`config.mk`:
```
export PLATFORM = sky130hd
export DESIGN_NAME = apu_sample_fifo
export DESIGN_NICKNAME = d
export VERILOG_FILES = /design/src/source/apu_sample_fifo.sv
export VERILOG_INCLUDE_DIRS = /design/src /design/src/include
export SDC_FILE = /design/constraint.sdc
export NUM_CORES = 1
export LEC_CHECK = 0
export BUFFER_PORTS_ARGS = -buffer_cell sky130_fd_sc_hd__buf_2
export CORE_MARGIN = 5
export CORE_UTILIZATION = 40
export CTS_BUF_LIST = sky130_fd_sc_hd__clkbuf_8
export CTS_CLUSTER_DIAMETER = 120
export DETAILED_ROUTE_END_ITERATION = 6
export PLACE_DENSITY = 0.65
export SYNTH_ARGS = -nofsm -noshare
export SYNTH_HDL_FRONTEND = slang
export SYNTH_SLANG_ARGS = --single-unit
```
`constraint.sdc`:
```
create_clock -name clk_sys -period 2.9 [get_ports clk_sys]
set_clock_uncertainty 0.15 [all_clocks]
set_input_delay 0.435 -clock clk_sys [delete_from_list [all_inputs] [get_ports clk_sys]]
set_output_delay 0.435 -clock clk_sys [all_outputs]
set_load 0.02 [all_outputs]
```
`src/include/apu_settings.svh`:
```
// --------------------------------------------------------------------
// Widths, depths and address map of the sound subsystem
// --------------------------------------------------------------------

`ifndef APU_SETTINGS_SVH
`define APU_SETTINGS_SVH

// Internal bus
`define APU_ADDR_W      16
`define APU_DATA_W      32

// Local word RAM
`define APU_RAM_DEPTH   512

// Audio path
`define APU_SAMPLE_W    16
`define APU_FIFO_AW     2
`define APU_PWM_W       8

// Peripheral pages, decoded through the page mask
`define APU_TIMER_BASE  16'hA000
`define APU_AOUT_BASE   16'h9000
`define APU_PAGE_MASK   16'hF000

`endif

```
`src/source/apu_sample_fifo.sv`:
```
// --------------------------------------------------------------------
// Synchronous sample FIFO with fill level
// --------------------------------------------------------------------

`include "apu_settings.svh"

module apu_sample_fifo (
    input  logic                     clk_sys,
    input  logic                     rst_n_sys,
    input  logic                     push,
    input  logic [`APU_SAMPLE_W-1:0] push_data,
    input  logic                     pop,
    output logic [`APU_SAMPLE_W-1:0] pop_data,
    output logic                     empty,
    output logic [`APU_FIFO_AW:0]    level
);

    localparam int DEPTH = 1 << `APU_FIFO_AW;

    logic [`APU_SAMPLE_W-1:0] mem [0:DEPTH-1];
    logic [`APU_FIFO_AW:0]    wptr_q;
    logic [`APU_FIFO_AW:0]    rptr_q;
    logic                     full;

    // Extra pointer bit tells full from empty
    assign empty = wptr_q == rptr_q;
    assign full  = (wptr_q ^ rptr_q) == {1'b1, {`APU_FIFO_AW{1'b0}}};
    assign level = wptr_q - rptr_q;

    assign pop_data = mem[rptr_q[`APU_FIFO_AW-1:0]];

    always_ff @(posedge clk_sys) begin
        if (push && !full)
            mem[wptr_q[`APU_FIFO_AW-1:0]] <= push_data;
    end

    always_ff @(posedge clk_sys or negedge rst_n_sys) begin
        if (!rst_n_sys) begin
            wptr_q <= '0;
            rptr_q <= '0;
        end else begin
            if (push && !full)
                wptr_q <= wptr_q + 1'b1;
            if (pop && !empty)
                rptr_q <= rptr_q + 1'b1;
        end
    end

endmodule

```
==> Word level (Yosys, flattened, before mapping) <==
Memories as Yosys holds them, arrays and structs flattened.
Index checks and enable logic that the tools add are counted.
{ "word_totals": {"reg_bits": 6, "latchBits": 0, "ram_bits": 64, "mem_bits_ro": 0, "wordCells": 15, "mem_count": 1} }
{ "op_classes": {"n_addsub": 3, "mul": 0, "div": 0, "n_lt_le_gt_ge": 0, "n_eq_ne": 2, "shifts": 0, "mux": 2, "bitwise_logic": 1, "reduce_logical": 4} }
{ "memory_table": {"columns": ["name", "words", "width", "rd", "rd_clocked_by_memory_dff", "write_ports", "line_no", "text"], "rows": [
  ["mem", 4, 16, 1, 0, 1, "apu_sample_fifo.sv:20", "logic [`APU_SAMPLE_W-1:0] mem [0:DEPTH-1];"]
]} }
{ "ops": {"columns": ["op", "count"], "rows": [
  ["adder 3 x 1 -> 3 bit, second input constant", 2],
  ["equality test 3 bit", 1],
  ["equality test 3 bit, second input constant", 1],
  ["subtractor 3 bit", 1],
  ["XOR 3 bit", 1],
  ["logical AND 1 bit", 2],
  ["zero test 1 bit", 2],
  ["two-way mux 1 bit", 2]
]} }

==> Longest topological paths before layout <==
{ "depth": {"ltp_word": 6, "mapped_depth": 7} }

==> Least setup slack after synthesis <==
OpenSTA, ideal clock, no wires.
{ "synth_path": {"path_type": "register -> register", "start": "reg rptr_q[1]", "end": "mem mem[3][0] (netlist name), enable pin", "arrival_time_ns": 2.160, "slack_ns": 0.216, "stages_incl_launch_ff": 8, "period_less_slack_ns": 2.684, "path_cell_list": "dfrtp_1 -> clkbuf_1 -> buf_2 -> inv_1 -> ha_1 -> and2_1 -> a21boi_2 -> and2_1"} }
{ "synth_via": {"elab_chain_cells": 6} }
{ "synth_lines": {"columns": ["item", "line_no", "text"], "rows": [
  ["from (decl)", "apu_sample_fifo.sv:22", "logic [`APU_FIFO_AW:0] rptr_q;"],
  ["from (signal assigned)", "apu_sample_fifo.sv:45", "rptr_q <= rptr_q + 1'b1;"],
  ["XOR 3 bit", "apu_sample_fifo.sv:27", "assign full = (wptr_q ^ rptr_q) == {1'b1, {`APU_FIFO_AW{1'b0}}};"],
  ["equality test 3 bit", "apu_sample_fifo.sv:27", null],
  ["zero test 1 bit", "apu_sample_fifo.sv:33", "if (push && !full)"],
  ["logical AND 1 bit", "apu_sample_fifo.sv:33", null],
  ["two-way mux 1 bit", "apu_sample_fifo.sv:33", null],
  ["two-way mux 1 bit", "apu_sample_fifo.sv:34", "mem[wptr_q[`APU_FIFO_AW-1:0]] <= push_data;"],
  ["to (decl)", "apu_sample_fifo.sv:20", null]
]} }
Every way passes these cells.

==> Final worst setup path <==
{ "layout_path": {"start": "reg wptr_q[0]", "end": "out level[2]"} }
{ "layout_via": {"elab_chain_cells": 1} }
{ "layout_lines": {"columns": ["item", "line_no", "text"], "rows": [
  ["from (decl)", "apu_sample_fifo.sv:21", "logic [`APU_FIFO_AW:0] wptr_q;"],
  ["from (signal assigned)", "apu_sample_fifo.sv:43", "wptr_q <= wptr_q + 1'b1;"],
  ["subtractor 3 bit", "apu_sample_fifo.sv:28", "assign level = wptr_q - rptr_q;"],
  ["to (decl)", "apu_sample_fifo.sv:15", "output logic [`APU_FIFO_AW:0] level"]
]} }
Every way passes these cells.

==> impl_metrics.tcl <==
set metrics [dict create \
    num_rows 30 \
    min_period_ns 2.40 \
    yosysSeqAreaShare_pct 75.2 \
    die-area_sq_mm 0.00865 \
    htree_levels 3 \
    status "finished clean" \
    required_ns 2.32 \
    die_h_microns 93.0 \
    final_cells 264 \
    cts_sinks 70 \
    cts_hold_buf 1 \
    ctsLongestPathBuffers 2 \
    cp_max_fo 4 \
    hold_violations 0 \
    startpoint_type "register" \
    min_path_type "primary input to register" \
    fmax_mhz 416 \
    hpwlAfterDp_microns 3310 \
    max_stage_delay_ns 0.40 \
    yosysTopAreaCellShare_pct 69.7 \
    power.density_mw_per_mm2 1100 \
    synth-async-reset-ratio_pct 8.57 \
    yosys-top-cells-count "edfxtp_1 (64), mux4_2 (16), ha_1 (7)" \
    crit_path_cell_trace "inv_1 -> ha_1 -> inv_1 -> fa_1 -> xnor2_1 -> buf_2" \
    drv_cap 0 \
    p_leak_nw 1.20 \
    cts_setup_buffers 0 \
    grt_usage_pct 12.0 \
    finalSetupViolCount 0 \
    tightestPinTransition_ns 0.356 \
    r2r_cells 6 \
    grt_pass1_wl_microns 7610 \
    gr-total-overflow 0 \
    post-route-util_pct 48.0 \
    num_antenna_cells 0 \
    dr.first_iter.drc_count 42 \
    dp_cells 247 \
    cp-end-kind "output port" \
    final_cell_area_sq_mm 0.00325 \
    rrSetupSlack_ns 0.57 \
    holdPathStages 1 \
    synth_top_area_cell "edfxtp_1" \
    routed_wl_microns 4720 \
    grt_pass1_vias 1514 \
    viasPerCell 5.09 \
    synth.distinct_cells 22 \
    r2r_start "wptr_q[0]" \
    hold_slack_ns 0.163 \
    syn_area_per_cell_sq_um 21.9 \
    postRouteAntennaNets 0 \
    synth.most_common_cell "edfxtp_1" \
    drc 0 \
    hold_end "mem[0][6]" \
    rsz0062_at_grt "no" \
    power_mw 3.56 \
    portBuffers 39 \
    critical_path.slowest_cell "dfrtp_1" \
    syn_area_sq_mm 0.00276 \
    maxSlewHeadroom_pct 76.3 \
    synth-edff-count 64 \
    num_vias 1343 \
    die_w_microns 93.0 \
    ir_worst_vdd_mv 1.08 \
    post_cts_resized 0 \
    dpl_worst_slack_ns 0.578 \
    cts_tree "done" \
    placed_cell_area_sq_mm 0.00307 \
    arrival_ns 1.82 \
    post_drt_wl_per_cell_microns 17.9 \
    layout-drive-gt1-share_pct 42.4 \
    crit_type "register to output port" \
    cts-buffers-inserted 9 \
    fin_nets 207 \
    synth_ff_type "edfxtp_1" \
    area_delta_synth_final_pct 17.7 \
    cts_root_buf "clkbuf_8" \
    antenna_found_initial 0 \
    gp_congestion 0.715 \
    synth.area.top_cells "edfxtp_1 (70%), mux4_2 (13%), dfrtp_1 (5.4%)" \
    fin_ws_ns 0.498 \
    r2r_end "mem[0][3]" \
    drtPass1Iterations 4 \
    synth_seq_cells 70 \
    syn_inst 126 \
    min_from "push_data[6]" \
    cp_common_cell "inv_1" \
    core_sq_mm 0.00676 \
    min_period_over_period_pct 82.8 \
    clk_pin_slew_ns 0.07 \
    clkLatencyLatePin_ns 0.33 \
    fin_setup_tns_ns 0 \
    grt_start_max_net_pins 19 \
    final_max_slew_viol_count 0 \
    synth_nets 154 \
    start_util_pct 40.8 \
    ys_warn_count 0 \
    io-pin-count 40 \
]
critical path, delay by kind of cell (launching register included):
kind	cells	cell delay (ns)
DFF	1	0.40
buffers and inverters	3	0.37
xor gates and xnor gates	1	0.16
adders and majority gates	2	0.55
routing by layer:
metal	global-route usage, %	part of all wire, %	up-vias
li1	-	-	607
met1	13.7	41	691
met2	20.0	51	34
met3	3.94	6.4	11
met4	6.11	2.1	0
met5	0	0	-
flip-flops by register name (all words and copies together), names as in the netlist:
signal  count
mem        64
rptr_q      3
wptr_q      3
power by group:
group | internal (mW) | switching, mW | total, mW
clock | 0.318 | 0.315 | 0.634
combinational | 0.602 | 0.858 | 1.46
sequential | 1.37 | 0.0901 | 1.46
total | 2.29 | 1.26 | 3.56
cells by family (layout without fill, tap and decap cells):
| kind of cell | after synthesis | count (layout) | synth area share, % |
|---|---|---|---|
| muxes | 19 | 19 | 14.4 |
| xor gates and xnor gates | 4 | 4 | 1.54 |
| DFF | 70 | 70 | 75.2 |
| buffers and inverters | 9 | 67 | 1.54 |
| adders and majority gates | 8 | 8 | 3.90 |
| and+or+nand+nor | 12 | 12 | 2.13 |
| AOI/OAI and AO/OA | 4 | 4 | 1.27 |
cells in the final DEF (no fill, tap or decap), drive strengths merged:
cell type / n
mux2: 3
ha: 7
inv: 9
clkbuf: 10
xor2: 1
a221o: 1
and2: 5
xnor2: 3
dlygate4sd3: 1
nor2: 2
dfrtp: 6
a21boi: 1
mux4: 16
nor3: 1
o21ai: 2
fa: 1
buf: 45
nand2: 4
edfxtp: 64
clkinv: 2
layout make-up:
class | instances | area, sq um
clock buffer | 10 | 138
clock inverter | 6 | 25.0
fill | 575 | 3510
inverter | 5 | 18.8
multi-input combinational | 47 | 642
sequential | 70 | 2070
tap | 80 | 100
timing repair buffer | 46 | 250
worst max path at each step:
stage | startpoint | end | slack (ns) | cells past startpoint
2_1_floorplan | rptr_q[1] | mem[3][0] | 0.22 | 7
3_3_place_gp | wptr_q[0] | mem[2][5] | 0.70 | 6
3_5_place_dp | wptr_q[0] | mem[1][5] | 0.58 | 6
4_1_cts | wptr_q[0] | level[2] | 0.46 | 6
5_1_grt | wptr_q[0] | level[2] | 0.40 | 6
6_report | wptr_q[0] | level[2] | 0.50 | 6
Note: power is estimated with default switching activity, not from simulation.
