## src/include/apu_settings.svh

```systemverilog
// --------------------------------------------------------------------
// Widths, depths and address map of the sound subsystem
// --------------------------------------------------------------------

`ifndef APU_SETTINGS_SVH
`define APU_SETTINGS_SVH

// Internal bus
`define APU_ADDR_W      16
`define APU_DATA_W      32

// Local word RAM
`define APU_RAM_DEPTH   512

// Audio path
`define APU_SAMPLE_W    16
`define APU_FIFO_AW     2
`define APU_PWM_W       8

// Peripheral pages, decoded through the page mask
`define APU_TIMER_BASE  16'hA000
`define APU_AOUT_BASE   16'h9000
`define APU_PAGE_MASK   16'hF000

`endif

```

## src/source/apu_pkg.sv

```systemverilog
// --------------------------------------------------------------------
// Shared types: AHB transfer type, register offsets, player state
// --------------------------------------------------------------------

package apu_pkg;

    // AHB-Lite HTRANS encoding
    typedef enum logic [1:0] {
        HTRANS_IDLE   = 2'b00,
        HTRANS_BUSY   = 2'b01,
        HTRANS_NONSEQ = 2'b10,
        HTRANS_SEQ    = 2'b11
    } htrans_e;

    // Timer byte offsets within its page
    typedef enum logic [4:0] {
        TIMER_CTRL  = 5'h00,
        TIMER_CMP   = 5'h04,
        TIMER_COUNT = 5'h08
    } timer_reg_e;

    // Audio output byte offsets within its page
    typedef enum logic [4:0] {
        AOUT_CSR      = 5'h00,
        AOUT_INTERVAL = 5'h04,
        AOUT_IRQLEVEL = 5'h08,
        AOUT_FIFO     = 5'h0C,
        AOUT_STATUS   = 5'h10
    } aout_reg_e;

    typedef enum logic {
        AOUT_IDLE = 1'b0,
        AOUT_PLAY = 1'b1
    } aout_state_e;

endpackage

```

## src/source/apu_bus_if.sv

```systemverilog
// --------------------------------------------------------------------
// Decoded internal register bus between decoder and peripherals
// --------------------------------------------------------------------

`include "apu_settings.svh"

interface apu_bus_if;

    logic                   stb;
    logic                   write;
    logic [`APU_ADDR_W-1:0] addr;
    logic [`APU_DATA_W-1:0] wdata;
    logic [`APU_DATA_W-1:0] rdata;

    // Decoder side
    modport ctrl (output stb, output write, output addr, output wdata, input rdata);

    // Peripheral side, rdata is registered and held until the next stb
    modport periph (input stb, input write, input addr, input wdata, output rdata);

endinterface

```

## src/source/apu_aout_regs.sv

```systemverilog
// --------------------------------------------------------------------
// Audio output control and status registers, sample write port
// --------------------------------------------------------------------

`include "apu_settings.svh"

module apu_aout_regs (
    input  logic                     clk_sys,
    input  logic                     rst_n_sys,
    apu_bus_if.periph                bus,
    input  logic [`APU_FIFO_AW:0]    level,
    output logic                     push,
    output logic [`APU_SAMPLE_W-1:0] push_data,
    output logic                     enable,
    output logic [7:0]               interval,
    output logic                     irq
);

    localparam int FIFO_DEPTH = 1 << `APU_FIFO_AW;

    logic                  wr;
    logic                  full;
    logic                  signed_q;
    logic [`APU_FIFO_AW:0] irqlevel_q;

    assign wr   = bus.stb && bus.write;
    assign full = level == FIFO_DEPTH[`APU_FIFO_AW:0];

    // ----------------------------------------------------------------
    // Sample port, writes to a full FIFO are dropped
    assign push = wr && bus.addr[4:0] == apu_pkg::AOUT_FIFO && !full;

    // Signed samples become offset binary for the PWM
    assign push_data = {bus.wdata[`APU_SAMPLE_W-1] ^ signed_q,
                        bus.wdata[`APU_SAMPLE_W-2:0]};

    assign irq = level <= irqlevel_q;

    always_ff @(posedge clk_sys or negedge rst_n_sys) begin
        if (!rst_n_sys) begin
            enable     <= 1'b0;
            signed_q   <= 1'b0;
            interval   <= '0;
            irqlevel_q <= '0;
        end else if (wr) begin
            case (bus.addr[4:0])
                apu_pkg::AOUT_CSR: begin
                    enable   <= bus.wdata[0];
                    signed_q <= bus.wdata[1];
                end
                apu_pkg::AOUT_INTERVAL: interval   <= bus.wdata[7:0];
                apu_pkg::AOUT_IRQLEVEL: irqlevel_q <= bus.wdata[`APU_FIFO_AW:0];
                default: ;
            endcase
        end
    end

    // ----------------------------------------------------------------
    // Read data, running tracks enable on a single clock
    always_ff @(posedge clk_sys) begin
        if (bus.stb && !bus.write) begin
            bus.rdata <= '0;
            case (bus.addr[4:0])
                apu_pkg::AOUT_CSR:      bus.rdata[2:0] <= {enable, signed_q, enable};
                apu_pkg::AOUT_INTERVAL: bus.rdata[7:0] <= interval;
                apu_pkg::AOUT_IRQLEVEL: bus.rdata[`APU_FIFO_AW:0] <= irqlevel_q;
                apu_pkg::AOUT_STATUS:   bus.rdata[3:0] <= {!full, level};
                default: ;
            endcase
        end
    end

endmodule

```

## src/flat_wrapper.sv

```systemverilog
// flat-port wrapper written by rule: the top's interface ports become plain ports
module apu_aout_regs_flat 
  (clk_sys, rst_n_sys, level, push, push_data, enable, interval, irq, bus_stb, bus_write, bus_addr, bus_wdata, bus_rdata);
  apu_bus_if bus_i ();
  input  logic clk_sys;
  input  logic rst_n_sys;
  input  logic [`APU_FIFO_AW:0] level;
  output logic push;
  output logic [`APU_SAMPLE_W-1:0] push_data;
  output logic enable;
  output logic [7:0] interval;
  output logic irq;
  input wire logic [$bits(bus_i.stb)-1:0] bus_stb;
  input wire logic [$bits(bus_i.write)-1:0] bus_write;
  input wire logic [$bits(bus_i.addr)-1:0] bus_addr;
  input wire logic [$bits(bus_i.wdata)-1:0] bus_wdata;
  output wire logic [$bits(bus_i.rdata)-1:0] bus_rdata;
  assign bus_i.stb = bus_stb;
  assign bus_i.write = bus_write;
  assign bus_i.addr = bus_addr;
  assign bus_i.wdata = bus_wdata;
  assign bus_rdata = bus_i.rdata;
  apu_aout_regs u_core (.clk_sys(clk_sys), .rst_n_sys(rst_n_sys), .bus(bus_i), .level(level), .push(push), .push_data(push_data), .enable(enable), .interval(interval), .irq(irq));
endmodule
```

## config.mk

```make
export PLATFORM = sky130hd
export DESIGN_NAME = apu_aout_regs_flat
export DESIGN_NICKNAME = d
export VERILOG_FILES = /design/src/source/apu_pkg.sv /design/src/source/apu_bus_if.sv /design/src/source/apu_aout_regs.sv /design/src/flat_wrapper.sv
export VERILOG_INCLUDE_DIRS = /design/src /design/src/include
export SDC_FILE = /design/constraint.sdc
export NUM_CORES = 1
export LEC_CHECK = 0
export CAP_MARGIN = 20
export CORE_MARGIN = 3
export CORE_UTILIZATION = 55
export CTS_BUF_LIST = sky130_fd_sc_hd__clkbuf_4
export DETAILED_ROUTE_END_ITERATION = 12
export DONT_BUFFER_PORTS = 1
export PLACE_DENSITY = 0.79
export SYNTH_ARGS = -nofsm -noshare
export SYNTH_HDL_FRONTEND = slang
export SYNTH_SLANG_ARGS = --single-unit
```

## constraint.sdc

```tcl
create_clock -name clk_sys -period 3.1 [get_ports clk_sys]
set_clock_uncertainty 0.2 [all_clocks]
set_input_delay 0.775 -clock clk_sys [delete_from_list [all_inputs] [get_ports clk_sys]]
set_output_delay 0.775 -clock clk_sys [all_outputs]
set_load 0.03 [all_outputs]
```

# ---- After elaboration in Yosys (flattened, before gate mapping)
# Cells that the tools add are included.
dict set report word_totals {
  register_bits 21
  input_bits 55
  out_inout_bits 59
  elab_cells 25
}
dict set report op_classes {
  n_lt_le_gt_ge 1
  eq_ne 5
  muxes 2
  bitwise 1
  n_reduce_logical 10
}
# cell n
set op_table {}
lappend op_table {{case mux 3 bit (4 select lines)} 1}
lappend op_table {{== test 5 x 4 -> 1 bit (second input constant)} 2}
lappend op_table {{AND reduction 2 bit} 3}
lappend op_table {{== test 5 x 3 -> 1 bit (second input constant)} 1}
lappend op_table {{== test 5 bit (second input constant)} 1}
lappend op_table {{logical NOT 5 bit} 1}
lappend op_table {{logical AND 1 bit} 4}
lappend op_table {{== test 3 bit (second input constant)} 1}
lappend op_table {{less-or-equal comparator 3 bit} 1}
lappend op_table {{logical NOT 1 bit} 2}
lappend op_table {{case mux 1 bit (2 select lines)} 1}
lappend op_table {{bitwise XOR 1 bit} 1}

# ---- Longest topological paths before layout
dict set report depth {
  depth_word 3
  mapped_depth 5
}

# ---- Worst setup path before layout
# Ideal clock, no wire load.
dict set report synth_path {
  path_kind {in2out}
  startpoint {input level[1]}
  endpoint {output irq}
  t_arrival_ps 1788
  required_ps 2125
  slack_ps 337
  path_stages 4
  cell_sequence {ha_1 -> nor2b_1 -> o21a_1 -> o21ai_1}
}
dict set report synth_between {
  elab_chain_cells 1
}
# item line
set synth_lines {}
lappend synth_lines {{from (decl)} flat_wrapper.sv:7} ;# input logic [`APU_FIFO_AW:0] level;
lappend synth_lines {{less-or-equal comparator 3 bit} apu_aout_regs.sv:37} ;# assign irq = level <= irqlevel_q;
lappend synth_lines {{to (decl)} flat_wrapper.sv:12} ;# output logic irq;
# Every way passes these cells.

# ---- Final worst setup path
# Ends and elaborated chain as after synthesis.

==> run metrics <==
TNS Setup 0 ps; total grt overflow 0; LEAKAGE 0.602 nW; worst-margin pin slew 649 ps; CTS buffer count 3; CTS tree built; R2R Setup Slk 1610 ps; sequential cell area 566 µm²; port bufs 0; dpl ws 476 ps; final period utilization 85.0%; Mapped Area 1380 µm²; Top Ports 114; antenna diode count 0; initial antenna violation count 0; Mean Syn Cell Area 11.6 µm²; minimum clock period 2640 ps; kind of critical path in -> out; global-route usage over all layers 14.2%; clk buf depth 2; Resize count post-CTS 0; Crit Path Max Fanout 3; most frequent cells in the layout 24 x conb_1, 13 x dfrtp_1, 8 x mux2_4, 8 x edfxtp_1, 5 x mux2_1; Total Wirelength 2280 µm; Detailed Place HPWL 1860 µm; final setup fails 0; Clock Sinks 21; ys async rst share 61.9%; design area 1260 µm²; endpoints failing hold 0; DP Cell Count 132; first-pass GRT wire length 3480 µm; non-filler instance count after layout 137; RSZ-0062 raised after global routing false; ranking of synthesized cells by area dfrtp_1 24%, buf_4 21%, edfxtp_1 17%; die area 3150 µm²; Relative slew margins 56.6%; setup bufs post-CTS 0; fmax 379 MHz; Final Max Tran Viols 0; VDD IR max 0.258 mV; #FFs+latches synth 21; pwr dens 511 nW/µm²; most common cell after layout, fill and taps aside conb_1; CTS HTree Levels 1; RePlAce Congestion 0.832; Synth Instances 119; Die Height 56.1 µm; Starting Density 60.2%; Worst setup EP type primary output; Worst Path Arrival 1660 ps; vias in the first global route 693; Synth area leader dfrtp_1; core area 2300 µm²; Synth top area share 23.5%; worst setup margin 464 ps; largest net degree at the start of global routing 14; WL per Instance 16.6 µm; CP Data Required Time 2120 ps; area occupied by multi-input gates 594 µm²; Post-synth EDFFs 8; CTS Root Cell clkbuf_4; share of cells above drive strength 1 17.4%; Core Rows 17; # DRC 0; total power 0.645 mW; Iter 0 DRT Violations 14; Max Cap Viol 0; nets 168; 1st-pass router iterations 4; Worst-Skew Late Latency 310 ps; critical path startpoint category primary input; vias per cell 5.60; CTS clk-pin slew, worst paths 120 ps; via count 767; synth-to-layout area growth -8.78%; register area share after synthesis 40.9%; DP Area 1220 µm²; Synth warnings 0; ANT nets after route 0; fill cell count 182; outcome completed; Chip Width 56.1 µm; Main synth FF type dfrtp_1; unique cell type count in the Yosys netlist 31; Hold Crit Class reg -> reg
[cells by family (layout without fill, tap and decap cells)]
| family | after synthesis | in the layout | synth area share [%] |
|---|---|---|---|
| buffers and inverters | 43 | 10 | 22.4 |
| AND/OR/NAND/NOR | 25 | 25 | 13.7 |
| flip-flops | 21 | 21 | 40.9 |
| multiplexers | 16 | 16 | 14.9 |
| AO/OA/AOI/OAI | 9 | 9 | 4.52 |
| adder cells (fa/ha/maj) | 3 | 3 | 2.72 |
| other | 1 | 24 | 0.271 |
| XOR/XNOR | 1 | 1 | 0.634 |
[where the power goes]
| group | total, mW | switching [mW] | leakage [nW] | internal, mW |
|---|---|---|---|---|
| sequential | 0.379 | 0.0646 | 0.249 | 0.314 |
| combinational | 0.128 | 0.0805 | 0.339 | 0.0480 |
| clock | 0.137 | 0.0879 | 0.0139 | 0.0492 |
[what timing repair did]
action,in CTS,in global routing
setup endpoints to repair,0,0
hold buffers,1,0
endpoints found under the hold margin,13,0
[worst paths after layout]
kind / startpoint / to / depth (start not counted)
min in group asynchronous: rst_n_sys / u_core.interval[7] / 1
max reg2reg: u_core.enable / u_core.bus.rdata[2] / 3
max in group asynchronous: rst_n_sys / u_core.irqlevel_q[1] / 1
max: level[1] / irq / 5
min: u_core.irqlevel_q[1] / u_core.irqlevel_q[1] / 1
min reg2reg: u_core.irqlevel_q[1] / u_core.irqlevel_q[1] / 1
[state kept, by name, summed over array words and instances (netlist names)]
signal / cells
u_core.bus.rdata: 8
u_core.interval: 8
u_core.enable: 1
u_core.signed_q: 1
u_core.irqlevel_q: 3
[critical path: stages]
cell and delay [ps]:
ha_1 280, nor2b_1 140, o21a_1 160, o21ai_1 130
buf_4 180
[final cells by class]
class / instances / area share [%]
clock buffers: 3 / 1.79
clock inverters: 1 / 0.595
inverters: 3 / 0.893
multi-input cells: 78 / 47.1
flip-flops and latches: 21 / 44.8
well taps: 28 / 2.78
repair buffers: 3 / 1.98
[Yosys cell counts, types with 2 or more instances]
cell and count:
buf_4 39, mux2_1 5, nand4_1 2, nor2b_1 4
mux2_4 8, inv_1 3, and3_1 4, o21ai_1 2
ha_1 3, nor2_1 4, edfxtp_1 8, mux2i_1 3
nand2_1 2, nand3_1 2, dfrtp_1 13, a22oi_1 2
[metrics by stage]
step | hold WS [ps] | util, %
floorplan | 279 | -
global placement | 280 | 53.2
detailed placement | 280 | 53.2
CTS | 357 | 54.9
global route | 366 | 54.9
finish | 352 | 54.9
[metal layers]
layer / share of wire [%] / track usage (%)
met1: 34 / 14.5
met2: 50 / 23.9
met3: 13 / 4.41
met4: 3.1 / 10.5
met5: 0 / 0
Note: power is estimated with default switching activity, not from simulation.
