`config.mk`:
```
export PLATFORM = sky130hd
export DESIGN_NAME = apu_bus_decoder_flat
export DESIGN_NICKNAME = d
export VERILOG_FILES = /design/src/source/apu_pkg.sv /design/src/source/apu_bus_if.sv /design/src/source/apu_bus_decoder.sv /design/src/flat_wrapper.sv
export VERILOG_INCLUDE_DIRS = /design/src /design/src/include
export SDC_FILE = /design/constraint.sdc
export NUM_CORES = 1
export LEC_CHECK = 0
export BUFFER_PORTS_ARGS = -buffer_cell sky130_fd_sc_hd__clkbuf_2
export CORE_AREA = 2 2 130 132
export DETAILED_ROUTE_END_ITERATION = 10
export DIE_AREA = 0 0 132 134
export PLACE_DENSITY_LB_ADDON = 0.2
export SLEW_MARGIN = 15
export SYNTH_ARGS = -nofsm -noshare
export SYNTH_HDL_FRONTEND = slang
export SYNTH_SLANG_ARGS = --single-unit
```
`constraint.sdc`:
```
create_clock -name clk_sys -period 1.2 [get_ports clk_sys]
set_clock_uncertainty 0.05 [all_clocks]
set_input_delay 0.18 -clock clk_sys [delete_from_list [all_inputs] [get_ports clk_sys]]
set_output_delay 0.18 -clock clk_sys [all_outputs]
set_load 0.005 [all_outputs]
```
`src/include/apu_settings.svh`:
```
// --------------------------------------------------------------------
// Widths, depths and address map of the sound subsystem
// --------------------------------------------------------------------

`ifndef APU_SETTINGS_SVH
`define APU_SETTINGS_SVH

// Internal bus
`define APU_ADDR_W      16
`define APU_DATA_W      32

// Local word RAM
`define APU_RAM_DEPTH   512

// Audio path
`define APU_SAMPLE_W    16
`define APU_FIFO_AW     2
`define APU_PWM_W       8

// Peripheral pages, decoded through the page mask
`define APU_TIMER_BASE  16'hA000
`define APU_AOUT_BASE   16'h9000
`define APU_PAGE_MASK   16'hF000

`endif

```
`src/source/apu_pkg.sv`:
```
// --------------------------------------------------------------------
// Shared types: AHB transfer type, register offsets, player state
// --------------------------------------------------------------------

package apu_pkg;

    // AHB-Lite HTRANS encoding
    typedef enum logic [1:0] {
        HTRANS_IDLE   = 2'b00,
        HTRANS_BUSY   = 2'b01,
        HTRANS_NONSEQ = 2'b10,
        HTRANS_SEQ    = 2'b11
    } htrans_e;

    // Timer byte offsets within its page
    typedef enum logic [4:0] {
        TIMER_CTRL  = 5'h00,
        TIMER_CMP   = 5'h04,
        TIMER_COUNT = 5'h08
    } timer_reg_e;

    // Audio output byte offsets within its page
    typedef enum logic [4:0] {
        AOUT_CSR      = 5'h00,
        AOUT_INTERVAL = 5'h04,
        AOUT_IRQLEVEL = 5'h08,
        AOUT_FIFO     = 5'h0C,
        AOUT_STATUS   = 5'h10
    } aout_reg_e;

    typedef enum logic {
        AOUT_IDLE = 1'b0,
        AOUT_PLAY = 1'b1
    } aout_state_e;

endpackage

```
`src/source/apu_bus_if.sv`:
```
// --------------------------------------------------------------------
// Decoded internal register bus between decoder and peripherals
// --------------------------------------------------------------------

`include "apu_settings.svh"

interface apu_bus_if;

    logic                   stb;
    logic                   write;
    logic [`APU_ADDR_W-1:0] addr;
    logic [`APU_DATA_W-1:0] wdata;
    logic [`APU_DATA_W-1:0] rdata;

    // Decoder side
    modport ctrl (output stb, output write, output addr, output wdata, input rdata);

    // Peripheral side, rdata is registered and held until the next stb
    modport periph (input stb, input write, input addr, input wdata, output rdata);

endinterface

```
`src/source/apu_bus_decoder.sv`:
```
// --------------------------------------------------------------------
// AHB-Lite slave port with address decode onto three internal buses
// --------------------------------------------------------------------

`include "apu_settings.svh"

module apu_bus_decoder (
    input  logic                   clk_sys,
    input  logic                   rst_n_sys,
    input  logic [`APU_ADDR_W-1:0] haddr,
    input  logic                   hwrite,
    input  apu_pkg::htrans_e       htrans,
    input  logic                   hready,
    input  logic [`APU_DATA_W-1:0] hwdata,
    output logic                   hready_resp,
    output logic                   hresp,
    output logic [`APU_DATA_W-1:0] hrdata,
    apu_bus_if.ctrl                ram_bus,
    apu_bus_if.ctrl                timer_bus,
    apu_bus_if.ctrl                aout_bus
);

    logic                   accept;
    logic                   hit_ram;
    logic                   hit_timer;
    logic                   hit_aout;
    logic                   busy_q;
    logic                   err_q;
    logic                   sel_ram_q;
    logic                   sel_timer_q;
    logic                   sel_aout_q;
    logic [`APU_ADDR_W-1:0] addr_q;
    logic                   write_q;

    assign accept = hready && (htrans == apu_pkg::HTRANS_NONSEQ ||
                               htrans == apu_pkg::HTRANS_SEQ);

    // RAM in the lower half, 4k peripheral pages above
    assign hit_ram   = !haddr[`APU_ADDR_W-1];
    assign hit_timer = (haddr & `APU_PAGE_MASK) == `APU_TIMER_BASE;
    assign hit_aout  = (haddr & `APU_PAGE_MASK) == `APU_AOUT_BASE;

    // ----------------------------------------------------------------
    // Data phase control
    always_ff @(posedge clk_sys or negedge rst_n_sys) begin
        if (!rst_n_sys) begin
            busy_q      <= 1'b0;
            err_q       <= 1'b0;
            sel_ram_q   <= 1'b0;
            sel_timer_q <= 1'b0;
            sel_aout_q  <= 1'b0;
        end else if (accept) begin
            busy_q      <= 1'b1;
            err_q       <= !(hit_ram || hit_timer || hit_aout);
            sel_ram_q   <= hit_ram;
            sel_timer_q <= hit_timer;
            sel_aout_q  <= hit_aout;
        end else begin
            busy_q <= 1'b0;
            // Error stays up through the second data cycle
            if (!busy_q)
                err_q <= 1'b0;
        end
    end

    always_ff @(posedge clk_sys) begin
        if (accept) begin
            addr_q  <= haddr;
            write_q <= hwrite;
        end
    end

    // One wait state, then OKAY or the second ERROR cycle
    assign hready_resp = !busy_q;
    assign hresp       = err_q;

    // ----------------------------------------------------------------
    // Internal buses, write data comes straight from the data phase
    assign ram_bus.stb     = busy_q && sel_ram_q;
    assign ram_bus.write   = write_q;
    assign ram_bus.addr    = addr_q;
    assign ram_bus.wdata   = hwdata;

    assign timer_bus.stb   = busy_q && sel_timer_q;
    assign timer_bus.write = write_q;
    assign timer_bus.addr  = addr_q;
    assign timer_bus.wdata = hwdata;

    assign aout_bus.stb    = busy_q && sel_aout_q;
    assign aout_bus.write  = write_q;
    assign aout_bus.addr   = addr_q;
    assign aout_bus.wdata  = hwdata;

    always_comb begin
        if (sel_ram_q)
            hrdata = ram_bus.rdata;
        else if (sel_timer_q)
            hrdata = timer_bus.rdata;
        else if (sel_aout_q)
            hrdata = aout_bus.rdata;
        else
            hrdata = '0;
    end

endmodule

```
`src/flat_wrapper.sv`:
```
// flat-port wrapper written by rule: the top's interface ports become plain ports
module apu_bus_decoder_flat 
  (clk_sys, rst_n_sys, haddr, hwrite, htrans, hready, hwdata, hready_resp, hresp, hrdata, ram_bus_stb, ram_bus_write, ram_bus_addr, ram_bus_wdata, ram_bus_rdata, timer_bus_stb, timer_bus_write, timer_bus_addr, timer_bus_wdata, timer_bus_rdata, aout_bus_stb, aout_bus_write, aout_bus_addr, aout_bus_wdata, aout_bus_rdata);
  apu_bus_if ram_bus_i ();
  apu_bus_if timer_bus_i ();
  apu_bus_if aout_bus_i ();
  input  logic clk_sys;
  input  logic rst_n_sys;
  input  logic [`APU_ADDR_W-1:0] haddr;
  input  logic hwrite;
  input  apu_pkg::htrans_e htrans;
  input  logic hready;
  input  logic [`APU_DATA_W-1:0] hwdata;
  output logic hready_resp;
  output logic hresp;
  output logic [`APU_DATA_W-1:0] hrdata;
  output wire logic [$bits(ram_bus_i.stb)-1:0] ram_bus_stb;
  output wire logic [$bits(ram_bus_i.write)-1:0] ram_bus_write;
  output wire logic [$bits(ram_bus_i.addr)-1:0] ram_bus_addr;
  output wire logic [$bits(ram_bus_i.wdata)-1:0] ram_bus_wdata;
  input wire logic [$bits(ram_bus_i.rdata)-1:0] ram_bus_rdata;
  output wire logic [$bits(timer_bus_i.stb)-1:0] timer_bus_stb;
  output wire logic [$bits(timer_bus_i.write)-1:0] timer_bus_write;
  output wire logic [$bits(timer_bus_i.addr)-1:0] timer_bus_addr;
  output wire logic [$bits(timer_bus_i.wdata)-1:0] timer_bus_wdata;
  input wire logic [$bits(timer_bus_i.rdata)-1:0] timer_bus_rdata;
  output wire logic [$bits(aout_bus_i.stb)-1:0] aout_bus_stb;
  output wire logic [$bits(aout_bus_i.write)-1:0] aout_bus_write;
  output wire logic [$bits(aout_bus_i.addr)-1:0] aout_bus_addr;
  output wire logic [$bits(aout_bus_i.wdata)-1:0] aout_bus_wdata;
  input wire logic [$bits(aout_bus_i.rdata)-1:0] aout_bus_rdata;
  assign ram_bus_stb = ram_bus_i.stb;
  assign ram_bus_write = ram_bus_i.write;
  assign ram_bus_addr = ram_bus_i.addr;
  assign ram_bus_wdata = ram_bus_i.wdata;
  assign ram_bus_i.rdata = ram_bus_rdata;
  assign timer_bus_stb = timer_bus_i.stb;
  assign timer_bus_write = timer_bus_i.write;
  assign timer_bus_addr = timer_bus_i.addr;
  assign timer_bus_wdata = timer_bus_i.wdata;
  assign timer_bus_i.rdata = timer_bus_rdata;
  assign aout_bus_stb = aout_bus_i.stb;
  assign aout_bus_write = aout_bus_i.write;
  assign aout_bus_addr = aout_bus_i.addr;
  assign aout_bus_wdata = aout_bus_i.wdata;
  assign aout_bus_i.rdata = aout_bus_rdata;
  apu_bus_decoder u_core (.clk_sys(clk_sys), .rst_n_sys(rst_n_sys), .haddr(haddr), .hwrite(hwrite), .htrans(htrans), .hready(hready), .hwdata(hwdata), .hready_resp(hready_resp), .hresp(hresp), .hrdata(hrdata), .ram_bus(ram_bus_i), .timer_bus(timer_bus_i), .aout_bus(aout_bus_i));
endmodule
```
=== Word-level counts from Yosys, hierarchy flattened ===
Index checks and enable logic that the tools add are counted.

* Multiplexer cells: 6
* Reductions and logical operators: 10
* Eq/ne operators: 5

{| class="wikitable"
|+ Operators by type and width
! cell !! number
|-
| 32-bit 2-to-1 mux || 3
|-
| 4-bit == test, second input constant || 2
|-
| 2-bit == test, second input constant || 2
|-
| 1-bit logical AND || 4
|-
| 1-bit logical NOT || 3
|-
| 1-bit logical OR || 3
|-
| 1-bit 2-to-1 mux || 3
|-
| 2-bit by 1-bit != test with 1-bit output, second input constant || 1
|}

* Word-level logic and storage cells: 28
* Flip-flop bits (word level): 22
* Output and inout bits: 184

=== Logic depth before layout (Yosys ltp) ===
* Depth in word-level cells: 5
* Depth in mapped cells: 6
* Mapped depth without buffers: 3

=== Worst setup path before layout ===
OpenSTA, ideal clock, no wires.

* Path type: reg2out
* Start: reg u_core.sel_timer_q
* End: out hrdata[10]
* Cell stages (with the launch flop): 7
* Required time: 0.970 ns
* Arrival time: 1.055 ns
* Buffers on the path: 3
* Path slack: -0.085 ns
* Path through: dfrtp_1 -> buf_6 -> nor2b_2 -> buf_6 -> buf_6 -> a221oi_2 -> a21oi_1

* Word-level cells in the longest chain between the ends: 2

{| class="wikitable"
|+ Ends and longest elaborated chain
! element !! RTL line !! RTL
|-
| from (decl) || apu_bus_decoder.sv:30 || <nowiki>logic sel_timer_q;</nowiki>
|-
| from (signal assigned) || apu_bus_decoder.sv:56 || <nowiki>sel_timer_q <= hit_timer;</nowiki>
|-
| 32-bit 2-to-1 mux || apu_bus_decoder.sv:97 || <nowiki>else if (sel_timer_q)</nowiki>
|-
| 32-bit 2-to-1 mux || apu_bus_decoder.sv:95 || <nowiki>if (sel_ram_q)</nowiki>
|-
| to (decl) || flat_wrapper.sv:16 || <nowiki>output logic [`APU_DATA_W-1:0] hrdata;</nowiki>
|}

No other way between the ends.

=== Worst setup path after layout ===
* Start: reg u_core.sel_timer_q
* End: out hrdata[18]

The elaborated chain is that of the path after synthesis.

==> flow_summary.yaml <==
outcome:
  violations: "setup timing"
  status: "finished, violations left"
setup_path:
  regToRegStartpoint: "u_core.sel_timer_q"
  crit_path_start_kind: "flop"
  path_max_fanout: 21
  crit_chain: "buf_4 -> buf_12 -> a221oi_2 -> a21oi_1 -> buf_2"
  crit_path_start: "u_core.sel_timer_q"
  worstSetupEndpointType: "primary output"
  arrival_ns: 1.46
  critPathMaxStageDelay_ns: 0.42
  cp.required_ns: 0.97
  critical_path.slowest_cell: "dfrtp_2"
  worstSetupPathType: "flop to primary output"
final_layout:
  syn2layout_area_growth_pct: 24.64
  diodes: 0
  drive_gt1_share_pct: 72.21
  final_nets: 518
  fin_cells: 587
floorplanning:
  dieArea_sq_um: 17690
  io_pins: 334
  start_util_pct: 15.81
  fp.coreArea_sq_um: 16290
  rows: 47
  die_x_microns: 132
  die_height_microns: 134
pwr:
  power_frac_comb_pct: 41.4
  power_density_nw_per_um2: 864.7
  switchingPower_uw: 832.4
  internal_power_uw: 1943
  p_leak_uw: 0.001689
  clock_power_share_pct: 25.0
  pwr-share-seq_pct: 33.6
  ir_drop_mv: 0.5243
  switching_share_pct: 30.00
yosys:
  ys_warn_count: 0
  ys_ff_latch: 22
  netlist_instances: 283
  syn-num-nets: 433
  synthDistinctLibCells: 18
  ys_seq_area_share_pct: 24.68
  syn_area_per_cell_sq_um: 9.099
  syn_area_sq_um: 2575
grt:
  grt-ovfl-total: 0
  gr-usage-all-layers_pct: 8.886
  grt_max_degree: 29
  grt_util_met2_pct: 17.85
  antenna_found_initial: 0
  grt_pass1_vias: 2109
  grtUsageMet1_pct: 9.101
  busiest_layer: "met2"
  grt_pass1_wl_mm: 12.23
  met3_usage_pct: 2.834
clocking:
  htreeDepth: 1
  cts_sinks: 22
  insertion_delay_ns: 0.25
  cts_made_buffers: 3
  path_clk_slew_ns: 0.06
  cts_buffer_depth: 2
  clockRootBuffer: "clkbuf_16"
  cts_tree: "done"
timing:
  period_share_pct: 140.8
  tightest_slew_ns: 0.2286
  fmaxAchievable_mhz: 591.7
  hold_viol: 0
  max_slew_margin_pct: 84.76
  setup_violations: 35
  maxSlewViolCount: 0
  rsz0062_at_grt: "true"
  setup_ws_ns: -0.4899
  min_period_ns: 1.690
placed_design:
  gp_congestion: 0.7238
  post-place-ws_ns: -0.2601
  post-place-cells: 573
  port_buffers: 204
  hpwl_mm: 7.064
flow_run:
  maxCapViolCount: 0
routing:
  drt_iter0_markers: 34
  dr_total_vias: 2105
  ant_nets: 0
  drtPass1Iterations: 4
  viasPerCell: 3.586
  routed_wl_mm: 8.668
  drcViolationCount: 0
  avgRoutedWirePerCell_microns: 14.77
worst_hold_path:
  min_from: "haddr[6]"
  hold_path_class: "primary input to flop"
layout make-up:
| type | instances | area, sq um |
|---|---|---|
| fillers | 1864 | 13080 |
| clock inverters | 1 | 3.754 |
| inverters | 34 | 127.6 |
| repair buffers | 225 | 1320 |
| clock buffers | 3 | 75.07 |
| well taps | 220 | 275.3 |
| flip-flops and latches | 22 | 638.1 |
| multi-input cells | 82 | 769.5 |
stage by stage:
step	cell area, sq um	hold slack (ns)	power [uW]	TNS [ns]	util [%]
2_1_floorplan	2591	-0.1656	1760	-2.135	-
3_3_place_gp	2943	-0.04465	2018	-6.766	18.07
3_5_place_dp	2943	-0.04685	2021	-7.265	18.07
4_1_cts	3211	0.04705	2816	-15.91	19.71
5_1_grt	3209	0.04901	2953	-17.78	19.70
6_report	3209	0.05187	2775	-15.32	19.70
routing by layer:
metal,vias to the layer above,routed length (microns)
met3,4,916
met1,929,2882
li1,993,-
met2,179,4839
met5,-,0
met4,0,29
placed cells by master, fill, tap and decap left out, drive strengths merged, types with 3 or more instances in the layout:
master,count
a21oi,32
a221oi,32
and2,3
buf,34
clkbuf,193
dfrtp,5
edfxtp,17
inv,34
nand2,4
o21ai,5
final timing paths:
path / end / slack, ns / cells after the start
setup / recovery: hrdata[18] / -0.49 / 5
hold / removal: u_core.aout_bus.addr[6] / 0.05 / 1
setup reg to reg: u_core.sel_timer_q / 0.15 / 4
hold reg to reg: u_core.hresp / 0.47 / 2
max in group asynchronous: u_core.sel_timer_q / 0.71 / 2
min in group asynchronous: u_core.hresp / 0.24 / 2
worst max-delay path: cells and delay by family, from the launching register on:
kind / cells / cell delay (ns)
flip-flops: 1 / 0.42
AO/OA/AOI/OAI: 2 / 0.32
buffers and inverters: 3 / 0.45
logic make-up after synthesis:
kind of cell / after synthesis / synth area share [%]
buffers and inverters: 179 / 46.94
AO/OA/AOI/OAI: 69 / 25.36
flip-flops: 22 / 24.68
AND/OR/NAND/NOR: 12 / 2.672
XOR/XNOR: 1 / 0.3402
power groups by stage:
stage	Sequential (uW)	Combinational, uW	Clock, uW
global route	941	1270	745
global placement	949	1070	0
floorplan	931	829	0
finish	931	1150	695
detailed placement	947	1070	0
CTS	935	1160	719
synth_stat cells:
cell type / instances / area [sq um]
buf_4: 131 / 983.4
inv_1: 34 / 127.6
a21oi_1: 32 / 160.2
a221oi_2: 30 / 450.4
edfxtp_1: 17 / 510.5
buf_2: 6 / 30.03
buf_6: 5 / 56.30
dfrtp_1: 5 / 125.1
o21ai_0: 5 / 25.02
nand2_1: 4 / 15.01
and2_1: 3 / 18.77
clkbuf_1: 3 / 11.26
a221oi_1: 2 / 17.52
nand2b_1: 2 / 12.51
nand3_1: 1 / 5.000
nand4b_1: 1 / 8.760
nor2b_2: 1 / 8.760
xnor2_1: 1 / 8.760
registers in the layout (all words and copies together), names as in the netlist:
signal,count
u_core.aout_bus.addr,16
u_core.aout_bus.write,1
u_core.busy_q,1
u_core.hresp,1
u_core.sel_aout_q,1
u_core.sel_ram_q,1
u_core.sel_timer_q,1
what timing repair did:
action | 4_1_cts | 5_1_grt
resized for setup | 14 | 20
buffers inserted | 6 | 2
hold buffers | 1 | 0
gates cloned | 3 | 0
endpoints found under the setup margin | 35 | 35
endpoints found under the hold margin | 5 | 0
pin swaps | 4 | 4
Note: power is estimated with default switching activity, not from simulation.
