===== config.mk =====
export PLATFORM = sky130hd
export DESIGN_NAME = apu_aout
export DESIGN_NICKNAME = d
export VERILOG_FILES = /design/src/source/apu_pkg.sv /design/src/source/apu_aout.sv
export VERILOG_INCLUDE_DIRS = /design/src /design/src/include
export SDC_FILE = /design/constraint.sdc
export NUM_CORES = 1
export LEC_CHECK = 0
export BUFFER_PORTS_ARGS = -buffer_cell sky130_fd_sc_hd__buf_2
export CAP_MARGIN = 40
export CORE_ASPECT_RATIO = 0.6
export CORE_MARGIN = 4
export CORE_UTILIZATION = 36
export CTS_BUF_LIST = sky130_fd_sc_hd__clkbuf_4 sky130_fd_sc_hd__clkbuf_8
export CTS_CLUSTER_DIAMETER = 60
export CTS_CLUSTER_SIZE = 30
export DETAILED_ROUTE_END_ITERATION = 8
export PLACE_DENSITY_LB_ADDON = 0.05
export SLEW_MARGIN = 10
export SYNTH_ARGS = -nofsm -noshare
export SYNTH_HDL_FRONTEND = slang
export SYNTH_SLANG_ARGS = --single-unit

===== constraint.sdc =====
create_clock -name clk_sys -period 2.3 [get_ports clk_sys]
set_input_delay 0.23 -clock clk_sys [delete_from_list [all_inputs] [get_ports clk_sys]]
set_output_delay 0.23 -clock clk_sys [all_outputs]
set_load 0.05 [all_outputs]

===== src/include/apu_settings.svh =====
// --------------------------------------------------------------------
// Widths, depths and address map of the sound subsystem
// --------------------------------------------------------------------

`ifndef APU_SETTINGS_SVH
`define APU_SETTINGS_SVH

// Internal bus
`define APU_ADDR_W      16
`define APU_DATA_W      32

// Local word RAM
`define APU_RAM_DEPTH   512

// Audio path
`define APU_SAMPLE_W    16
`define APU_FIFO_AW     2
`define APU_PWM_W       8

// Peripheral pages, decoded through the page mask
`define APU_TIMER_BASE  16'hA000
`define APU_AOUT_BASE   16'h9000
`define APU_PAGE_MASK   16'hF000

`endif


===== src/source/apu_pkg.sv =====
// --------------------------------------------------------------------
// Shared types: AHB transfer type, register offsets, player state
// --------------------------------------------------------------------

package apu_pkg;

    // AHB-Lite HTRANS encoding
    typedef enum logic [1:0] {
        HTRANS_IDLE   = 2'b00,
        HTRANS_BUSY   = 2'b01,
        HTRANS_NONSEQ = 2'b10,
        HTRANS_SEQ    = 2'b11
    } htrans_e;

    // Timer byte offsets within its page
    typedef enum logic [4:0] {
        TIMER_CTRL  = 5'h00,
        TIMER_CMP   = 5'h04,
        TIMER_COUNT = 5'h08
    } timer_reg_e;

    // Audio output byte offsets within its page
    typedef enum logic [4:0] {
        AOUT_CSR      = 5'h00,
        AOUT_INTERVAL = 5'h04,
        AOUT_IRQLEVEL = 5'h08,
        AOUT_FIFO     = 5'h0C,
        AOUT_STATUS   = 5'h10
    } aout_reg_e;

    typedef enum logic {
        AOUT_IDLE = 1'b0,
        AOUT_PLAY = 1'b1
    } aout_state_e;

endpackage


===== src/source/apu_aout.sv =====
// --------------------------------------------------------------------
// PWM audio player fed from the sample FIFO
// --------------------------------------------------------------------

`include "apu_settings.svh"

module apu_aout (
    input  logic                     clk_sys,
    input  logic                     rst_n_sys,
    input  logic                     enable,
    input  logic [7:0]               interval,
    input  logic                     empty,
    input  logic [`APU_SAMPLE_W-1:0] pop_data,
    output logic                     pop,
    output logic                     audio
);

    apu_pkg::aout_state_e     state_q;
    logic [`APU_PWM_W-1:0]    phase_q;
    logic [7:0]               rpt_q;
    logic [`APU_SAMPLE_W-1:0] sample_q;
    logic                     period_end;
    logic                     last_rpt;

    assign period_end = &phase_q;
    assign last_rpt   = rpt_q == interval;

    // Fetch on start, then after the last repeat of each sample
    assign pop = enable && !empty &&
                 (state_q == apu_pkg::AOUT_IDLE || (period_end && last_rpt));

    always_ff @(posedge clk_sys or negedge rst_n_sys) begin
        if (!rst_n_sys) begin
            state_q <= apu_pkg::AOUT_IDLE;
            phase_q <= '0;
            rpt_q   <= '0;
        end else if (!enable) begin
            state_q <= apu_pkg::AOUT_IDLE;
            phase_q <= '0;
            rpt_q   <= '0;
        end else if (state_q == apu_pkg::AOUT_IDLE) begin
            if (!empty)
                state_q <= apu_pkg::AOUT_PLAY;
        end else begin
            phase_q <= phase_q + 1'b1;
            if (period_end)
                rpt_q <= last_rpt ? 8'd0 : rpt_q + 8'd1;
        end
    end

    // Held sample, repeated if the FIFO runs dry
    always_ff @(posedge clk_sys) begin
        if (pop)
            sample_q <= pop_data;
    end

    assign audio = (state_q == apu_pkg::AOUT_PLAY) &&
                   (phase_q < sample_q[`APU_SAMPLE_W-1 -: `APU_PWM_W]);

endmodule


Yosys cells after proc, flatten, opt, wreduce, memory -nomap -nowiden
Index checks and enable logic that the tools add are counted.
{"block": "totals", "output_inout_bits": 2, "reg_bits": 33}
{"block": "op_classes", "n_eq_ne": 3, "addsub": 2, "n_mux": 9, "n_bitwise": 1, "n_reduce_logical": 8, "order_cmp": 1}
{"cell": "two-way mux 8 bit", "n": 6}
{"cell": "adder 8 x 1 -> 8 bit, second input constant", "n": 2}
{"cell": "equality test 8 bit", "n": 1}
{"cell": "< comparator 8 bit", "n": 1}
{"cell": "AND reduction 8 bit", "n": 1}
{"cell": "logical AND 1 bit", "n": 4}
{"cell": "inequality test 2 x 1 -> 1 bit, second input constant", "n": 2}
{"cell": "two-way mux 1 bit", "n": 3}
{"cell": "AND reduction 2 bit", "n": 1}
{"cell": "zero test 1 bit", "n": 1}
{"cell": "logical OR 1 bit", "n": 1}
{"cell": "NOT 1 bit", "n": 1}

Longest topological paths before layout
Gate-level depths: netlist (run 1).
{"block": "logic_depth", "ltp_word": 5, "mapped_depth": 7, "mapped_depth_nobuf": 6}

Least setup slack after synthesis (run 1)
No wires, ideal clock.
{"block": "synth_timing", "path_kind": "register to register", "from": "register rpt_q[4]", "to": "register sample_q[10] (enable)", "arrival_time_ns": 2.331, "path_stages_with_launch": 7, "slack_ns": -0.430, "cell_sequence": "dfrtp_1 > buf_6 > xor2_1 > nor4_2 > nand2_2 > o31a_1 > nor3b_2"}
{"block": "synth_via", "elab_chain_cells": 4}
{"item": "start, declared", "line": "apu_aout.sv:20", "text": "logic [7:0] rpt_q;"}
{"item": "start signal, assigned", "line": "apu_aout.sv:47", "text": "rpt_q <= last_rpt ? 8'd0 : rpt_q + 8'd1;"}
{"item": "equality test 8 bit", "line": "apu_aout.sv:26", "text": "assign last_rpt = rpt_q == interval;"}
{"item": "logical AND 1 bit", "line": "apu_aout.sv:30", "text": "(state_q == apu_pkg::AOUT_IDLE || (period_end && last_rpt));"}
{"item": "logical OR 1 bit", "line": "apu_aout.sv:30"}
{"item": "logical AND 1 bit", "line": "apu_aout.sv:29", "text": "assign pop = enable && !empty &&"}
{"item": "net pop", "line": "apu_aout.sv:14", "text": "output logic pop,"}
{"item": "end signal, assigned", "line": "apu_aout.sv:54", "text": "sample_q <= pop_data;"}
{"item": "end, declared", "line": "apu_aout.sv:21", "text": "logic [`APU_SAMPLE_W-1:0] sample_q;"}
The timed path passes the listed nets, and every way through them passes these cells.
A chain may end at the register's enable or synchronous reset.

Final worst setup path (run 1)
{"block": "layout_timing", "from": "register phase_q[1]", "to": "output audio"}
{"block": "layout_via", "elab_chain_cells": 2}
{"item": "start, declared", "line": "apu_aout.sv:19", "text": "logic [`APU_PWM_W-1:0] phase_q;"}
{"item": "start signal, assigned", "line": "apu_aout.sv:45", "text": "phase_q <= phase_q + 1'b1;"}
{"item": "< comparator 8 bit", "line": "apu_aout.sv:58", "text": "(phase_q < sample_q[`APU_SAMPLE_W-1 -: `APU_PWM_W]);"}
{"item": "logical AND 1 bit", "line": "apu_aout.sv:57", "text": "assign audio = (state_q == apu_pkg::AOUT_PLAY) &&"}
{"item": "end, declared", "line": "apu_aout.sv:15", "text": "output logic audio"}
Every way passes these cells.

==> reports/results.txt, run 1 <==
Post-DP HPWL -> 2333 um
Worst Setup End Kind -> primary output
Clk Latency, worst-skew pair -> 260 ps
drt first pass iters -> 4
R2R setup slack -> 300 ps
RSZ-0062 raised after global routing -> true
hold violation count in the final report -> 0
Pwr Density -> 489.8 nW/um^2
Reg2Reg Launch Point -> rpt_q[1]
Worst EP required -> 2070 ps
Residual DRC -> 0
final setup vio count -> 0
die height -> 56.91 um
register area share after synthesis -> 0.4638
Die Footprint -> 5094 sq um
share of cells above drive strength 1 -> 0.2331
Cells after Synth -> 137
VDD IR max -> 0.3339 mV
Setup Crit Path Kind -> register to primary output
Worst-path clk slew -> 80 ps
CTS Buffer Depth -> 2
total power -> 834.1 uW
Final nets -> 201
Num CTS Buffers -> 3
final setup TNS -> 0 ps
H-tree lvl count -> 1
area share of the largest cell type after synthesis -> 0.2964
Final min period -> 2191 ps
status -> finished, final reports clean
Vias -> 1068
initial antenna violation count -> 0
GRT Total Usage -> 0.1317
n_diodes -> 0
crit path launch type -> register
FILL cells -> 358
RR Endpoint -> sample_q[9]
Max transition margin -> 0.7442
DR WL/cell -> 14.21 um
Rows -> 17
asr flop ratio synth -> 0.6800
register area -> 666.9 sq um
Worst Tran Pin Value -> 383.8 ps
chip width -> 89.51 um
crit path DAT -> 1960 ps
Port Buffers -> 21
routed vias/inst -> 5.086
FMAX -> 456.4 MHz
Final Instance Count excl. Fillers -> 210
crit-path max FO -> 3
worst setup path endpoint -> audio
Multi-input gate area -> 714.4 sq um
syn nets -> 174
grt total ovfl -> 0
Leak Pwr -> 0.0007741 uW
routed wire length -> 2985 um
Primary FF master, synth -> dfrtp_1
Ports -> 30
placed cell count -> 204
Starting Density -> 0.3834
DR iter-0 viols -> 51
Final Max Tran Viols -> 0
Synth cell types -> 36
Post-Syn Area -> 1435 sq um
Worst Skew -> 2.788 ps
GPL Wtd Cong -> 0.7779
P&R area growth vs syn -> 18.66%
EDFF count, synth -> 8
Tcrit/Tclk final -> 0.9527
hold crit path type -> input port to register
Hold Startpoint -> pop_data[15]
CP startpoint -> phase_q[1]
Max Cap Viol -> 0
largest net degree at the start of global routing -> 21
Seq cells post-synth -> 25
CTS tree -> built
first-pass GRT wire length -> 5209 um
final core utilization -> 0.4549
Yosys warnings -> 0
Avg Inst Size Synth -> 10.48 sq um
Core ar. -> 3744 sq um
clock sinks -> 25
Synth area leaders -> dfrtp_1, edfxtp_1, ha_1, xor2_1, nand3_1
vias in the first global route -> 1055
hold_ws -> 136.3 ps
library cell with the largest summed area after synthesis -> dfrtp_1
root buf cell -> clkbuf_8
Post-DRT Antenna Nets -> 0
Worst R2R Path Depth -> 6
-- metal layers --
layer  up-vias  routed length, um  track usage
met2        25               1213       0.1805
met1       503               1590       0.2080
met5         -                  0            0
li1        538                  -            -
met4         0                 12      0.01274
met3         2                169      0.03959
-- cells in the mapped netlist, drive strengths merged, types with 2 or more instances --
master and n:
a21boi 2, a21o 2, a22oi 3, a31oi 3
and2 5, and3 3, buf 3, clkbuf 3
dfrtp 17, edfxtp 8, ha 9, inv 11
nand2 9, nand2b 3, nand3 9, nand4 6
nor2 3, nor2b 3, nor4 2, o21a 2
o21ai 4, o22ai 3, o31ai 2, xnor2 4
xor2 10
-- through the flow --
step                cell area, sq um  setup WS (ps)
floorplan                       1441         -73.22
global placement                1604          176.8
detailed placement              1604          190.9
CTS                             1674          10.83
global route                    1703         -18.67
finish                          1703          108.8
-- how the worst min path moves through the flow --
stage / depth (start not counted) / endpoint / slack [ps]
after floorplan: 0 / phase_q[0] / -70
after global placement: 1 / rpt_q[4] / 190
after detailed placement: 1 / rpt_q[2] / 180
after CTS: 1 / sample_q[8] / 130
after global routing: 1 / sample_q[8] / 120
final: 1 / sample_q[15] / 140
-- cells in the final DEF, fill, tap and decap left out, types with 4 or more instances in the layout --
cell,netlist,layout
buf_2,1,19
dfrtp_1,17,16
inv_1,11,11
xor2_1,10,10
nand3_1,9,9
ha_1,9,9
nand2_1,8,8
edfxtp_1,8,8
nand4_1,6,6
buf_4,0,6
and2_1,5,5
o21ai_0,4,4
xnor2_1,4,4
-- critical path: stages, from the launching register on --
cell and delay (ps):
dfrtp_1 410, ha_1 290, a21o_1 160, a21o_1 200
a2111oi_4 330, o21a_1 160, buf_6 150
-- flip-flops by register name, indices dropped and copies added (netlist names) --
name	count
rpt_q	8
sample_q	8
phase_q	8
state_q	1
-- repair_timing --
| item | CTS | global route |
|---|---|---|
| cloned | 0 | 0 |
| pin swaps | 0 | 2 |
| setup endpoints to repair | 2 | 2 |
| endpoints found under the hold margin | 17 | 0 |
| hold buffers | 1 | 0 |
| resized for setup | 4 | 4 |
| setup buffers | 0 | 1 |
-- report_power, final --
group          internal, uW  switching [uW]
combinational          43.3            48.1
clock                   135             129
sequential              470            8.67
total                   648             186
-- cells by family after synthesis --
kind of cell    share of synthesized area
fa+ha+maj                         0.07847
simple gates                       0.1892
xor+xnor                          0.08543
flops                              0.4638
buf+inv                           0.05579
mux                              0.006975
compound gates                     0.1203
-- area by class of cell --
cell class	count	area share
flip-flops and latches	25	0.3916
clock buffers	4	0.02866
repair buffers	28	0.1014
inverters	11	0.02425
well taps	47	0.03453
multi-input cells	95	0.4195
(Power assumes the default switching activity.)
==> inputs of run 2 (changes only) <==
--- a/config.mk
+++ b/config.mk
@@ -16,6 +16,7 @@
 export CTS_CLUSTER_SIZE = 30
 export DETAILED_ROUTE_END_ITERATION = 8
 export PLACE_DENSITY_LB_ADDON = 0.05
+export REMOVE_ABC_BUFFERS = 1
 export SLEW_MARGIN = 10
 export SYNTH_ARGS = -nofsm -noshare
 export SYNTH_HDL_FRONTEND = slang
==> run 2 against run 1 <==
Effect of this change:
- register-to-register slack about the same
- largest power group unchanged
- routed wire length up 1.8%
- first-iteration DRC count up 29%
- flip-flop and latch count unchanged
- worst setup slack better by 4.3 ps
- critical path type unchanged
- utilization about the same
==> reports/results.txt, run 2 (synthesis gave the netlist of run 1 again) <==
Vias -> 1069 (+0.094%)
Core ar. -> 3744 sq um (unchanged)
grt total ovfl -> 0 (unchanged)
DR iter-0 viols -> 66 (+29%)
routed wire length -> 3040 um (+1.8%)
commonest non-fill, non-tap cell in the layout -> buf_2
Final Max Tran Viols -> 0 (unchanged)
share of cells above drive strength 1 -> 0.2485 (+0.01536)
Die Footprint -> 5094 sq um (unchanged)
combinational power share -> 0.109 (about the same)
chip width -> 89.51 um (unchanged)
Ports -> 30 (unchanged)
CTS tree -> built
Place WS -> 127.3 ps (-63.54 ps)
Port Buffers -> 21 (unchanged)
Final min period -> 2187 ps (-4.350 ps)
H-tree lvl count -> 1 (unchanged)
P&R area growth vs syn -> 18.74% (about the same)
Max stage delay cell, worst path -> dfrtp_2
largest registers -> phase_q: 8 flops, rpt_q: 8 flops, sample_q: 8 flops
Final WS setup -> 113.1 ps (+4.350 ps)
VDD IR max -> 0.2345 mV (-30%)
final setup vio count -> 0 (unchanged)
P_sw -> 194.2 uW (+4.6%)
worst path cell trace -> xor2_1 -> nor4_2 -> nand2_2 -> o31a_1 -> nor3b_4 -> buf_6
Worst-path clk slew -> 90 ps (about the same)
Max Cap Viol -> 0 (unchanged)
clock power share -> 0.313 (-0.004)
clock sinks -> 25 (unchanged)
Worst Setup End Kind -> primary output
Worst EP required -> 2070 ps (about the same)
drt first pass iters -> 4 (unchanged)
Max transition margin -> 0.7409 (-0.003266)
RSZ-0062 raised after global routing -> true
crit-path max FO -> 2 (-1)
Final nets -> 203 (+1.0%)
DR WL/cell -> 14.34 um (+0.88%)
n_diodes -> 0 (unchanged)
crit path DAT -> 1960 ps (about the same)
routed vias/inst -> 5.042 (-0.85%)
hold violation count in the final report -> 0 (unchanged)
vias in the first global route -> 1089 (+3.2%)
Post-Layout Inst Area -> 1704 sq um (about the same)
Worst Skew -> 6.038 ps (+3.250 ps)
Starting Density -> 0.3834 (unchanged)
root buf cell -> clkbuf_8
Worst Tran Pin Value -> 388.7 ps (+4.900 ps)
Area after DPL -> 1590 sq um (-0.86%)
FMAX -> 457.3 MHz (+0.20%)
Residual DRC -> 0 (unchanged)
Int Power -> 633.2 uW (-2.4%)
initial antenna violation count -> 0 (unchanged)
GPL Wtd Cong -> 0.7631 (-1.9%)
die height -> 56.91 um (unchanged)
Clk Latency, worst-skew pair -> 270 ps (about the same)
Rows -> 17 (unchanged)
GRT Total Usage -> 0.1358 (+0.004073)
Post-DRT Antenna Nets -> 0 (unchanged)
Sw Share -> 0.2347 (+0.01208)
sequential share of power -> 0.577 (+0.004)
status -> finished, final reports clean
Setup Crit Path Kind -> register to primary output
largest net degree at the start of global routing -> 21 (unchanged)
CTS Buffer Depth -> 2 (unchanged)
CP peak stage delay -> 410 ps (about the same)
Num CTS Buffers -> 3 (unchanged)
crit path launch type -> register
Pwr Density -> 485.5 nW/um^2 (-0.89%)
most frequent cells in the layout -> buf_2, dfrtp_1, inv_1
Post-DP HPWL -> 2275 um (-2.5%)
Leak Pwr -> 0.0007794 uW (+0.68%)
hold crit path type -> input port to register
Tcrit/Tclk final -> 0.9508 (-0.001891)
first-pass GRT wire length -> 5299 um (+1.7%)
## run 2: changes by cell type in the layout (fill, tap and decap cells not counted)
| cell | change |
|---|---|
| buf_4 | +2 |
| clkbuf_4 | -1 |
| clkinv_2 | +1 |
| dfrtp_1 | -1 |
| a2111oi_2 | +1 |
| dfrtp_2 | +1 |
| a2111oi_4 | -1 |
## run 2: final timing paths
check | from | endpoint | slack, ps | depth (start not counted)
max in group asynchronous | rst_n_sys | rpt_q[2] | 1590 | 2
setup reg to reg | rpt_q[3] | sample_q[12] | 290 | 6
setup / recovery | rpt_q[3] | pop | 110 | 6
hold reg to reg | rpt_q[7] | rpt_q[7] | 580 | 3
min in group asynchronous | rst_n_sys | rpt_q[7] | 410 | 2
hold / removal | pop_data[11] | sample_q[11] | 130 | 1
## run 2: timing repair
action                                 4_1_cts  5_1_grt
pin swaps                                    5        4
hold buffers                                 1        0
resized for setup                            7        2
endpoints found under the hold margin       17        0
setup endpoints to repair                    2        2
setup buffers                                3        1
## run 2: area by class of cell
class | instances | area [sq um]
sequential | 25 | 668.1
clock inverter | 1 | 5.005
clock buffer | 3 | 41.29
tap | 47 | 58.81
timing repair buffer | 30 | 187.7
inverter | 11 | 41.29
fill | 364 | 2039
multi-input combinational | 95 | 701.9
## run 2: metrics by stage
stage	util	total power [uW]	hold WS (ps)	TNS, ps	std cells
after CTS	0.4502	842.9	118.6	0	211
after global placement	0.4248	567.4	177.7	0	203
after floorplan	-	528.6	-65.59	-3591	131
after detailed placement	0.4248	570.4	187.4	0	203
after global routing	0.4552	874.2	116.2	-7.485	212
final	0.4552	827.3	128.9	0	212
## run 2: critical path, delay by kind of cell, from the launching register on
family          cells  cell delay [ps]
compound gates      1              280
xor+xnor            1              160
buf+inv             1              190
flops               1              410
simple gates        3              640
## run 2: power groups by stage
stage                     registers [uW]  clock network (uW)  logic (uW)
after global placement               488                   0        79.6
after detailed placement             488                   0        82.1
after global routing                 480                 292         102
after CTS                            478                 275        90.1
after floorplan                      486                   0        42.5
final                                478                 259        90.5
## run 2: per-layer routing
metal,global-route usage,routed length (um)
met5,0,0
met2,0.1847,1226
met3,0.03959,140
met4,0.02335,19
met1,0.2124,1654
